<file path="src/pkg_vec.sv">
// Vector unit sizes, data and mask types, opcodes and the command word union
`default_nettype none

package pkg_vec;

	////////////////////////////////////////////////////////////////////////////
	// Sizes
	////////////////////////////////////////////////////////////////////////////

	localparam int NUM_LANES = 4;	// Lanes in the vector unit, 2 or 8 also fine
	localparam int LANE_AW   = $clog2(NUM_LANES);	// Lane select width
	localparam int DATA_W    = 32;	// Data word width
	localparam int NUM_REGS  = 8;	// Registers per lane
	localparam int REG_W     = 3;	// Register index width
	localparam int MEM_DEPTH = 16;	// Local memory words per lane
	localparam int MEM_AW    = 4;	// Local memory address width

	typedef logic [DATA_W-1:0]    data_t;	// One data word
	typedef logic [NUM_LANES-1:0] lane_t;	// One bit per lane

	////////////////////////////////////////////////////////////////////////////
	// Opcodes
	////////////////////////////////////////////////////////////////////////////

	typedef enum logic [3:0] {
		OP_ADD  = 4'd0,	// src1 + src2
		OP_SUB  = 4'd1,	// src1 - src2
		OP_AND  = 4'd2,	// src1 & src2
		OP_XOR  = 4'd3,	// src1 ^ src2
		OP_ADDS = 4'd4,	// src1 + scalar operand
		OP_ROTL = 4'd5,	// Neighbour lane's src1
		OP_LD   = 4'd6,	// Load from local memory
		OP_ST   = 4'd7,	// Store src2 to local memory
		OP_RDS  = 4'd8	// Scalar readback of src1
	} opcode_t;	// Remaining codes are no-ops that still commit

	////////////////////////////////////////////////////////////////////////////
	// Command word, 16 bits, two views
	////////////////////////////////////////////////////////////////////////////

	typedef struct packed {
		opcode_t          op;	// [15:12]
		logic [REG_W-1:0] dst;	// [11:9]
		logic [REG_W-1:0] src1;	// [8:6]
		logic [REG_W-1:0] src2;	// [5:3]
		logic [2:0]       spare;	// [2:0] unused
	} alu_fmt_t;

	typedef struct packed {
		opcode_t           op;	// [15:12]
		logic [REG_W-1:0]  reg_idx;	// [11:9] load destination
		logic [REG_W-1:0]  src2;	// [8:6] store data register
		logic [1:0]        spare;	// [5:4] unused
		logic [MEM_AW-1:0] addr;	// [3:0] word address
	} mem_fmt_t;

	// op sits at the same bits in both views
	typedef union packed {
		alu_fmt_t alu_fmt;	// Register-register view
		mem_fmt_t mem_fmt;	// Load/store view
	} command_u;

endpackage

`default_nettype wire

</file>
<file path="src/lane_regfile.sv">
// Per-lane register file with two combinational reads and one write port
`timescale 1ns/1ns
`default_nettype none

module lane_regfile (
	input  wire logic                      clock,
	input  wire logic                      reset,
	input  wire logic [pkg_vec::REG_W-1:0] rd_addr1,	// Read port 1 index
	input  wire logic [pkg_vec::REG_W-1:0] rd_addr2,	// Read port 2 index
	input  wire logic                      wr_en,	// Write strobe
	input  wire logic [pkg_vec::REG_W-1:0] wr_addr,	// Write index
	input  wire pkg_vec::data_t            wr_data,	// Write value
	output pkg_vec::data_t                 rd_data1,	// Read port 1 value
	output pkg_vec::data_t                 rd_data2	// Read port 2 value
);
	import pkg_vec::*;

	data_t regs [NUM_REGS];	// Register storage

	// Write at the edge after the issue cycle
	always_ff @(posedge clock) begin
		if (reset) begin
			for (int i = 0; i < NUM_REGS; i++) begin
				regs[i] <= '0;	// All registers start at zero
			end
		end else if (wr_en) begin
			regs[wr_addr] <= wr_data;
		end
	end

	// Reads are plain muxes, new value seen next cycle
	assign rd_data1 = regs[rd_addr1];
	assign rd_data2 = regs[rd_addr2];

	////////////////////////////////////////////////////////////////////////////
	// Checks
	////////////////////////////////////////////////////////////////////////////

	// An X index would corrupt an unknown register
	a_wr_addr_known: assert property (
		@(posedge clock) disable iff (reset)
		wr_en |-> !$isunknown(wr_addr)
	) else $error("lane_regfile: write index unknown");

endmodule

`default_nettype wire

</file>
<file path="src/lane_alu.sv">
// Per-lane ALU with scalar and neighbour operand selection and zero flag
`timescale 1ns/1ns
`default_nettype none

module lane_alu (
	input  wire pkg_vec::opcode_t op,	// Decoded opcode
	input  wire pkg_vec::data_t   src1,	// Own src1 register
	input  wire pkg_vec::data_t   src2,	// Own src2 register
	input  wire pkg_vec::data_t   scalar,	// Broadcast scalar operand
	input  wire pkg_vec::data_t   neighbor,	// Neighbour lane's src1
	output pkg_vec::data_t        result,	// Write-back value
	output logic                  zero	// Result is zero
);
	import pkg_vec::*;

	data_t opnd_b;	// Second operand after selection
	data_t sum;	// Shared adder output
	data_t diff;	// Subtractor output

	// Scalar replaces src2 only for ADDS
	always_comb begin
		if (op == OP_ADDS) begin
			opnd_b = scalar;
		end else begin
			opnd_b = src2;
		end
	end

	assign sum  = src1 + opnd_b;	// ADD and ADDS
	assign diff = src1 - opnd_b;	// SUB

	////////////////////////////////////////////////////////////////////////////
	// Result select
	////////////////////////////////////////////////////////////////////////////

	always_comb begin
		case (op)
			OP_ADD:  result = sum;
			OP_ADDS: result = sum;
			OP_SUB:  result = diff;
			OP_AND:  result = src1 & opnd_b;
			OP_XOR:  result = src1 ^ opnd_b;
			OP_ROTL: result = neighbor;	// Pass neighbour through
			default: result = '0;	// Not an ALU op, unused
		endcase
	end

	assign zero = (result == '0);	// Status source

endmodule

`default_nettype wire

</file>
<file path="src/lane_mem.sv">
// Per-lane local data memory, asynchronous read and clocked write
`timescale 1ns/1ns
`default_nettype none

module lane_mem (
	input  wire logic                       clock,
	input  wire logic                       we,	// Store strobe
	input  wire logic [pkg_vec::MEM_AW-1:0] addr,	// Word address
	input  wire pkg_vec::data_t             wdata,	// Store value
	output pkg_vec::data_t                  rdata	// Load value
);
	import pkg_vec::*;

	data_t mem [MEM_DEPTH];	// Contents undefined until stored

	// Store lands on the edge after issue
	always_ff @(posedge clock) begin
		if (we) begin
			mem[addr] <= wdata;
		end
	end

	// Load value is ready in the issue cycle
	assign rdata = mem[addr];

endmodule

`default_nettype wire

</file>
<file path="src/lane_unit.sv">
// One vector lane with command decode, register file, ALU, local memory and status
`timescale 1ns/1ns
`default_nettype none

module lane_unit #(
	parameter int LANE_ID = 0	// Position in the lane array
) (
	input  wire logic                                    clock,
	input  wire logic                                    reset,
	input  wire logic                                    en,	// Issue for this lane
	input  wire pkg_vec::command_u                       command,	// Broadcast command
	input  wire pkg_vec::data_t                          scalar_in,	// Broadcast scalar
	input  wire pkg_vec::data_t [pkg_vec::NUM_LANES-1:0] lane_data,	// All lanes' src1
	output pkg_vec::data_t                               lane_src1,	// Own src1 onto bus
	output logic                                         commit,	// Done, cycle after en
	output logic                                         status	// Last ALU result zero
);
	import pkg_vec::*;

	localparam int NB_ID = (LANE_ID + 1) % NUM_LANES;	// Rotate source lane

	opcode_t          op;	// Same bits in both views
	logic             is_alu;	// Writes an ALU result
	logic             is_ld;	// Writes a loaded word
	logic             is_st;	// Writes memory
	logic [REG_W-1:0] rd_addr2;	// Format dependent src2
	logic             rf_we;	// Register write strobe
	logic [REG_W-1:0] rf_waddr;	// Register write index
	data_t            rf_wdata;	// Register write value
	data_t            src1_val;	// Read port 1
	data_t            src2_val;	// Read port 2
	data_t            alu_result;
	logic             alu_zero;
	logic             mem_we;	// Store strobe
	data_t            mem_rdata;	// Load value

	////////////////////////////////////////////////////////////////////////////
	// Decode
	////////////////////////////////////////////////////////////////////////////

	assign op     = command.alu_fmt.op;
	assign is_alu = op inside {OP_ADD, OP_SUB, OP_AND, OP_XOR, OP_ADDS, OP_ROTL};
	assign is_ld  = (op == OP_LD);
	assign is_st  = (op == OP_ST);

	// Store data sits higher in the memory view
	assign rd_addr2 = is_st ? command.mem_fmt.src2 : command.alu_fmt.src2;

	assign rf_we    = en & (is_alu | is_ld);
	assign rf_waddr = command.alu_fmt.dst;	// Load reg field shares these bits
	assign rf_wdata = is_ld ? mem_rdata : alu_result;
	assign mem_we   = en & is_st;

	////////////////////////////////////////////////////////////////////////////
	// Datapath
	////////////////////////////////////////////////////////////////////////////

	lane_regfile u_regfile (
		.clock    (clock),
		.reset    (reset),
		.rd_addr1 (command.alu_fmt.src1),	// Also serves RDS and ROTL
		.rd_addr2 (rd_addr2),
		.wr_en    (rf_we),
		.wr_addr  (rf_waddr),
		.wr_data  (rf_wdata),
		.rd_data1 (src1_val),
		.rd_data2 (src2_val)
	);

	lane_alu u_alu (
		.op       (op),
		.src1     (src1_val),
		.src2     (src2_val),
		.scalar   (scalar_in),
		.neighbor (lane_data[NB_ID]),	// Next lane up, wrapping
		.result   (alu_result),
		.zero     (alu_zero)
	);

	lane_mem u_mem (
		.clock (clock),
		.we    (mem_we),
		.addr  (command.mem_fmt.addr),
		.wdata (src2_val),	// Store data from src2
		.rdata (mem_rdata)
	);

	assign lane_src1 = src1_val;	// Driven even when idle

	// Commit every enabled command, status only on ALU ops
	always_ff @(posedge clock) begin
		if (reset) begin
			commit <= 1'b0;
			status <= 1'b0;
		end else begin
			commit <= en;
			if (en && is_alu) begin
				status <= alu_zero;
			end
		end
	end

	// Memory is not cleared so a load needs a stored word
	a_ld_stored: assert property (
		@(posedge clock) disable iff (reset)
		(en && is_ld) |-> !$isunknown(mem_rdata)
	) else $error("lane_unit %0d: load from a word never stored", LANE_ID);

endmodule

`default_nettype wire

</file>
<file path="src/vector_unit.sv">
// Vector unit top with lane array, commit reduction and scalar readback
`timescale 1ns/1ns
`default_nettype none

module vector_unit (
	input  wire logic              clock,
	input  wire logic              reset,
	input  wire logic              valid,	// Command strobe
	input  wire pkg_vec::lane_t    lane_en,	// Lane mask for this command
	input  wire pkg_vec::command_u command,	// Broadcast command
	input  wire pkg_vec::data_t    scalar_in,	// Scalar operand and lane select
	output pkg_vec::data_t         scalar_out,	// Readback register
	output logic                   commit_req,	// All masked lanes done
	output pkg_vec::lane_t         status	// Zero flag per lane
);
	import pkg_vec::*;

	data_t [NUM_LANES-1:0] lane_data;	// src1 of every lane
	lane_t                 lane_commit;	// Per-lane commit
	lane_t                 issued_mask;	// Mask of last cycle's command

	////////////////////////////////////////////////////////////////////////////
	// Lane array
	////////////////////////////////////////////////////////////////////////////

	for (genvar i = 0; i < NUM_LANES; i++) begin : g_lane
		lane_unit #(
			.LANE_ID (i)
		) u_lane (
			.clock     (clock),
			.reset     (reset),
			.en        (valid & lane_en[i]),
			.command   (command),
			.scalar_in (scalar_in),
			.lane_data (lane_data),
			.lane_src1 (lane_data[i]),
			.commit    (lane_commit[i]),
			.status    (status[i])
		);
	end

	// Mask and readback, both one cycle after issue
	always_ff @(posedge clock) begin
		if (reset) begin
			issued_mask <= '0;
			scalar_out  <= '0;
		end else begin
			issued_mask <= valid ? lane_en : '0;	// Empty when idle
			if (valid && command.alu_fmt.op == OP_RDS) begin
				scalar_out <= lane_data[scalar_in[LANE_AW-1:0]];
			end
		end
	end

	assign commit_req = (lane_commit == issued_mask) && (|issued_mask);

	////////////////////////////////////////////////////////////////////////////
	// Checks
	////////////////////////////////////////////////////////////////////////////

	// Every masked lane reports in the cycle after issue
	a_commit_after_valid: assert property (
		@(posedge clock) disable iff (reset)
		commit_req == $past(valid && (lane_en != '0))
	) else $error("vector_unit: commit_req not one cycle after a masked valid");

	// A lane outside the mask must stay silent
	a_commit_in_mask: assert property (
		@(posedge clock) disable iff (reset)
		(lane_commit & ~issued_mask) == '0
	) else $error("vector_unit: lane commit outside issued mask");

endmodule

`default_nettype wire

</file>
<file path="config.mk">
export PLATFORM = sky130hd
export DESIGN_NAME = vector_unit
export DESIGN_NICKNAME = d
export VERILOG_FILES = /design/src/pkg_vec.sv /design/src/lane_regfile.sv /design/src/lane_alu.sv /design/src/lane_mem.sv /design/src/lane_unit.sv /design/src/vector_unit.sv
export SDC_FILE = /design/constraint.sdc
export NUM_CORES = 2
export LEC_CHECK = 0
export BUFFER_PORTS_ARGS = -buffer_cell sky130_fd_sc_hd__buf_2
export CAP_MARGIN = 15
export CORE_MARGIN = 2
export CORE_UTILIZATION = 50
export CTS_CLUSTER_SIZE = 14
export DETAILED_ROUTE_END_ITERATION = 8
export PLACE_DENSITY = 0.63
export SYNTH_ARGS = -nofsm -noshare
export SYNTH_HDL_FRONTEND = slang
export SYNTH_HIERARCHICAL = 1
export SYNTH_SLANG_ARGS = --single-unit
</file>
<file path="constraint.sdc">
create_clock -name clock -period 11 [get_ports clock]
set_clock_uncertainty 0.05 [all_clocks]
set_input_delay 0.55 -clock clock [delete_from_list [all_inputs] [get_ports clock]]
set_output_delay 0.55 -clock clock [all_outputs]
set_load 0.005 [all_outputs]
</file>
### Yosys cells after proc, flatten, opt, wreduce, memory -nomap -nowiden

Memory sizes are Yosys's and may differ from the RTL's.
Cells that the tools add are included.

* flip-flop bits (word level): 44
* latch bits: 0
* bits in writable memories: 3072
* memory bits (read-only): 0
* input bits: 55
* output and inout bits: 37
* word-level logic and storage cells: 126
* memories kept: 8

* $add $sub $neg: 8
* multiply operators: 0
* div/mod/pow operators: 0
* magnitude comparators: 1
* eq/ne operators: 9
* shift operators: 0
* muxes and demuxes: 49
* bitwise gates (word level): 22
* reduce and logical (&&, ||, !) cells: 19

Memory list
* g_lane[0].u_lane.u_mem.mem: words 16, bits a word 32, read ports 1, clocked after Yosys merged registers in 0, write ports 1, line lane_mem.sv:14 `data_t mem [MEM_DEPTH];`
* g_lane[1].u_lane.u_mem.mem: words 16, bits a word 32, read ports 1, clocked after Yosys merged registers in 0, write ports 1, line lane_mem.sv:14
* g_lane[2].u_lane.u_mem.mem: words 16, bits a word 32, read ports 1, clocked after Yosys merged registers in 0, write ports 1, line lane_mem.sv:14
* g_lane[3].u_lane.u_mem.mem: words 16, bits a word 32, read ports 1, clocked after Yosys merged registers in 0, write ports 1, line lane_mem.sv:14
* g_lane[0].u_lane.u_regfile.regs: words 8, bits a word 32, read ports 2, clocked after Yosys merged registers in 0, write ports 8, line lane_regfile.sv:18 `data_t regs [NUM_REGS];`
* g_lane[1].u_lane.u_regfile.regs: words 8, bits a word 32, read ports 2, clocked after Yosys merged registers in 0, write ports 8, line lane_regfile.sv:18
* 2 more memories

Operators by type and width (number)
* $pmux 32 s5: 4
* $mux 32: 13
* $add 32x32->32: 4
* $and 32x32->32: 4
* $logic_not 32->1: 4
* $reduce_or 32->1: 4
* $sub 32x32->32: 4
* $xor 32x32->32: 4
* $bmux 32 s2: 1
* $mux 1: 26
* $eq 4x3->1 const B: 4
* $mux 3: 5
* $and 1x1->1: 12
* $eq 4x2->1 const B: 2
* $logic_and 1x1->1: 6
* $reduce_bool 6->1: 1
* $eq 4x1->1 const B: 1
* $eq 4x4->1: 1
* $eq 4x4->1 const B: 1
* $logic_not 4->1: 1
* $reduce_or 2->1: 2
* $reduce_or 4->1: 1
* $lt 2x3->1 const B: 1
* $not 1->1: 1
* $or 1x1->1: 1

### Depth between registers and ports, before layout

* depth in word-level cells: 9
* mapped depth: 30
* gate-level depth less buffers: 27

### Modules after synthesis

Netlist, hierarchy kept.

Modules (own cells, without submodules)
* lane_mem: instances 4, cells each 808, area each 19222.2 sq um, seq. area each 15374.7 sq um
* lane_regfile: instances 4, cells each 843, area each 13645.6 sq um, seq. area each 7687.4 sq um
* lane_alu (g_lane[0].u_lane.u_alu ...): instances 2, cells each 610, area each 4036.4 sq um, seq. area each 0.0 sq um
* lane_alu (g_lane[2].u_lane.u_alu): instances 1, cells each 671, area each 4385.5 sq um, seq. area each 0.0 sq um
* lane_alu (g_lane[3].u_lane.u_alu): instances 1, cells each 607, area each 4121.5 sq um, seq. area each 0.0 sq um
* lane_unit: instances 4, cells each 51, area each 544.3 sq um, seq. area each 40.0 sq um
* vector_unit: instances 1, cells each 132, area each 1945.6 sq um, seq. area each 720.7 sq um

### Worst setup path before layout

OpenSTA, ideal clock, no wires.

* path type: in2reg
* from: input command[14] (netlist name)
* to: memory g_lane[3].u_lane/u_regfile/regs[0][31] (netlist name), data pin
* setup time: 0.268 ns
* data arrival time: 6.461 ns
* required time: 10.682 ns
* path slack: 4.221 ns
* stages on the path: 28
* path buffers: 3
* path through: nand3_1 nor2_1 mux2_2 buf_6 buf_6 mux4_1 mux2_2 mux2_2 or4_4 nor3_1 nand2_1 nor2_1 a21oi_1 xnor2_1 ha_1 clkbuf_1 a211o_1 a21oi_1 o211ai_1 a221oi_1 o21ai_0 a31oi_1 xnor2_1 nand2_1 nand2_1 mux2_2 clkinv_1 nor3_1

RTL lines
* from (decl): line vector_unit.sv:10 `input wire pkg_vec::command_u command,`
* to (decl): line lane_regfile.sv:18

==> summary.md <==
| Metric | Value |
|---|---|
| Run status | complete, but fails checks |
| Failing checks | design-rule violations |
| Largest net degree at the start of global routing | 138 |
| Number of instances in the placed design | about 13000 |
| Starting DRC count in detailed routing | 12460 |
| Cell taking the most area after synthesis | sky130_fd_sc_hd__edfxtp_1 |
| WP data required | ~12000 ps |
| Arr. time, crit path | just over 9000 ps |
| DRT Wirelength | 493.8 mm |
| Routed vias/inst | roughly 6.9 |
| Worst-case register-to-register setup slack | approximately 4000 ps |
| Library cell used as clock root buffer | sky130_fd_sc_hd__clkbuf_16 |
| Peak VDD IR | ~0.00016 V |
| Fraction of synthesis flops using an asynchronous set or reset pin | 0 |
| Synth area leaders | sky130_fd_sc_hd__edfxtp_1 (61%), sky130_fd_sc_hd__mux4_2 (11%), sky130_fd_sc_hd__mux4_1 (5.6%) |
| Part of the power in the clock network | 0.376 |
| Filler cells | roughly 24000 |
| Final Hold Fails | 0 |
| Gr ovfl total | 0 |
| Unrepaired setup endpoints after global routing | false |
| Number of nets produced by synthesis | ~10000 |
| Maximum operating frequency | between 0.1 and 0.15 GHz |
| Ratio of cells with drive above 1 in the final layout | 0.2182 |
| Switching Power | 7.738 mW |
| Core Rows | a little over 200 |
| Synthesis-to-finish area growth | 9.912% |
| Critical path endpoint category | flip-flop |
| Via Count | between 90000 and 100k |
| Initial antenna violation count | 74 |
| Mean routed wirelength per cell | around 36 µm |
| CTS H-tree depth | 5 |
| Post-Syn Instances | 9438 |
| Worst Min Path Start | valid |
| Cell leakage power | 56.13 nW |
| Chip height | 555.7 µm |
| Met2 wire length | roughly 230 mm |
| Post-Syn Area per Cell | 16.12 µm² |
| CTS buffer count | roughly 330 |
| Post-CTS setup buffer count | 0 |
| Post-synth top flop | sky130_fd_sc_hd__edfxtp_1 |
| Number of nets in the layout | just under 10000 |
| Port buffer count | a little over 90 |
| Leading post-synthesis cells by instance count | sky130_fd_sc_hd__edfxtp_1 (3072), sky130_fd_sc_hd__nor3_1 (1122), sky130_fd_sc_hd__mux4_2 (734) |
| Slew Viols, Final | 0 |
| Min-delay worst type | input pin to flip-flop |
| WS Path Type | input pin to flip-flop |
| Ratio of final minimum period to clock period | 0.7855 |
| Yosys reg bits | ~3100 |
| Leading cell type by number of instances after synthesis | sky130_fd_sc_hd__edfxtp_1 |
| Post-cts repair resize count | 0 |
| Clock period minus final worst setup slack | roughly 8600 ps |
| Cell Area, Synth | between 0.15 and 0.2 mm² |
| Maximum number of buffers from clock root to sink | 4 |
| TritonCTS clock tree | done |
| Number of distinct library cell variants in the gate-level netlist after synthesis | just under 100 |
| Actual transition at the worst max-transition pin | around 1300 ps |
| DIE WIDTH | about 560 µm |
| Tightest slew margin relative to the limit | 0.1187 |
| I/O pin count | a little over 90 |
| Final GP Congestion | 0.9891 |
| Multi-input gate area in the final layout | around 0.055 mm² |
| Cell depth of the worst hold path | 3 |
| First-pass GRT wire length | 689.5 mm |
| Register-to-Register Path Depth | 22 |
| Crit path max fanout | slightly above 40 |
| Die area | 0.3088 mm² |
| Number of maximum-capacitance constraint violations | 0 |
| Combinational share of power | 0.153 |
| Fraction of synthesized cell area taken by the top area cell type | 0.6062 |
| Met1 Routed Length | between 150 and 200 mm |
| Worst reg2reg path startpoint | g_lane[3].u_lane/u_regfile/regs[3][4] |
| Final standard cell count with taps included and fillers excluded | roughly 14000 |
| Sequential cell area | approximately 0.093 mm² |
| ANT nets after route | 0 |
| Warnings, synthesis | 6 |
| First-pass DRT Iterations | 9 |
| Via count of the first global-routing pass | 92080 |
| Total power density per cell area | 170.4 mW/mm² |
| Portion of total power attributed to sequential cells | 0.471 |
| Residual DRC | 3 |
| Area of the core | ~0.30 mm² |
| Endpoint, Worst Hold | g_lane[1].u_lane/commit |
| Routed wl met3 | ~47 mm |
| Clock Sinks | roughly 3100 |
| Fraction of the yosys area taken by sequential cells | 0.6120 |
| Max layer used | met5 |
| R2r endpoint | g_lane[3].u_lane/u_regfile/regs[3][31] |
| Number of enable flip-flop cells after synthesis | 3072 |
| Int Power | approximately 21 mW |
| Final setup vio count | 0 |
| Clock latency at the later pin of the worst-skew pair | approximately 970 ps |
| Initial Utilization | 0.5026 |
| Setup_tns | 0 ps |
| Overall track demand over capacity in global routing | 0.3158 |
| Switching share of total power | 0.2715 |
| Clock Pin Slew Worst Setup and Hold Paths | 60 ps |
| Critical path startpoint category | input pin |
| Half-perimeter wire length of the detailed placement result | slightly above 300 mm |
per-layer routing:
metal,vias to the layer above,global-route usage
met3,1127,0.06363
met4,34,0.1873
met2,5375,0.4809
met5,-,0
met1,49070,0.4229
li1,38660,-
layout make-up:
type | instances | share of cell area
clock buffers | 396 | 0.05059
inverters | 233 | 0.005229
well taps | 3978 | 0.02976
clock inverters | 187 | 0.01140
flip-flops and latches | 3116 | 0.5568
diodes | 39 | 0.0005835
repair buffers | 343 | 0.01507
multi-input cells | 5373 | 0.3306
worst max path at each step:
stage / endpoint / slack [ps] / start
floorplan: g_lane[3].u_lane/u_regfile/regs[0][31] / 4220 / command[14]
global placement: g_lane[0].u_lane/u_regfile/regs[7][30] / 1710 / command[14]
detailed placement: g_lane[0].u_lane/u_regfile/regs[3][31] / 1650 / command[14]
CTS: g_lane[0].u_lane/u_regfile/regs[3][31] / 2590 / command[14]
global route: g_lane[0].u_lane/u_regfile/regs[4][31] / 2040 / command[14]
finish: g_lane[0].u_lane/u_regfile/regs[3][31] / 2360 / command[14]
cells in the final DEF (no fill, tap or decap), drive strengths merged, types with 32 or more instances in the layout:
master and n:
nand2 551, mux4 1056, mux2i 60, nor2 216, and3 32, a22oi 281
mux2 401, a222oi 82, a31oi 41, xor2 79, nand3 63, a21o 48
xnor2 153, edfxtp 3072, nor4 50, inv 118, nand2b 33, and2 47
dfxtp 44, buf 340, a22o 57, o21ai 184, o21bai 42, ha 252
nor3 1126, clkbuf 396, clkinv 276, a21oi 166, diode 39
power groups by stage:
stage / clock, mW / combinational [mW] / sequential (mW)
floorplan: 0 / 2.69 / 13.6
global placement: 0 / 4.20 / 13.7
detailed placement: 0 / 4.22 / 13.7
CTS: 10.9 / 4.24 / 13.4
global route: 11.3 / 4.56 / 13.4
finish: 10.7 / 4.36 / 13.4
critical path, stage by stage:
cell	delay (ps)
sky130_fd_sc_hd__buf_2	370
sky130_fd_sc_hd__nand3_1	440
sky130_fd_sc_hd__nor2_1	620
sky130_fd_sc_hd__mux2_4	820
sky130_fd_sc_hd__buf_4	540
sky130_fd_sc_hd__mux4_1	610
sky130_fd_sc_hd__mux2_2	460
sky130_fd_sc_hd__nor4_1	310
sky130_fd_sc_hd__nand4_1	300
sky130_fd_sc_hd__nand2_1	270
sky130_fd_sc_hd__o21a_1	220
sky130_fd_sc_hd__a31oi_1	110
sky130_fd_sc_hd__xnor2_1	190
sky130_fd_sc_hd__ha_1	400
sky130_fd_sc_hd__a21oi_1	350
sky130_fd_sc_hd__o21ai_0	230
sky130_fd_sc_hd__a21oi_1	250
sky130_fd_sc_hd__o21ai_0	140
sky130_fd_sc_hd__a21oi_1	260
sky130_fd_sc_hd__a21oi_1	150
sky130_fd_sc_hd__o21ba_2	220
sky130_fd_sc_hd__o31ai_1	690
sky130_fd_sc_hd__mux2_2	290
sky130_fd_sc_hd__clkinv_1	180
sky130_fd_sc_hd__nor3_1	290
state kept, by name, summed over array words and instances (netlist names):
| register | count |
|---|---|
| scalar_out | 32 |
| g_lane.u_lane/commit | 4 |
| g_lane.u_lane/u_mem/mem | 2048 |
| g_lane.u_lane/u_regfile/regs | 1024 |
| issued_mask | 4 |
| g_lane.u_lane/status | 4 |
through the flow:
step | power, mW | hold slack (ps) | cell area, µm² | util | setup slack, ps
floorplan | 16.33 | 416.0 | 152200 | - | 4221
global placement | 17.86 | 412.2 | 156800 | 0.5177 | 1714
detailed placement | 17.90 | 414.5 | 156800 | 0.5177 | 1648
CTS | 28.54 | 6.505 | 167200 | 0.5521 | 2590
global route | 29.28 | 63.41 | 167200 | 0.5521 | 2041
finish | 28.50 | 28.63 | 167300 | 0.5524 | 2359
cell families after synthesis:
group | synth area share
buffers and inverters | 0.03154
XOR/XNOR | 0.01335
multiplexers | 0.1980
adder cells (fa/ha/maj) | 0.02125
AO/OA/AOI/OAI | 0.05070
flip-flops | 0.6120
AND/OR/NAND/NOR | 0.07312
repair_timing:
| item | 4_1_cts | 5_1_grt |
|---|---|---|
| setup endpoints to repair | 0 | 0 |
| hold buffers | 3 | 0 |
| endpoints found under the hold margin | 4 | 0 |
No activity file was read; power rests on OpenSTA's default activity.
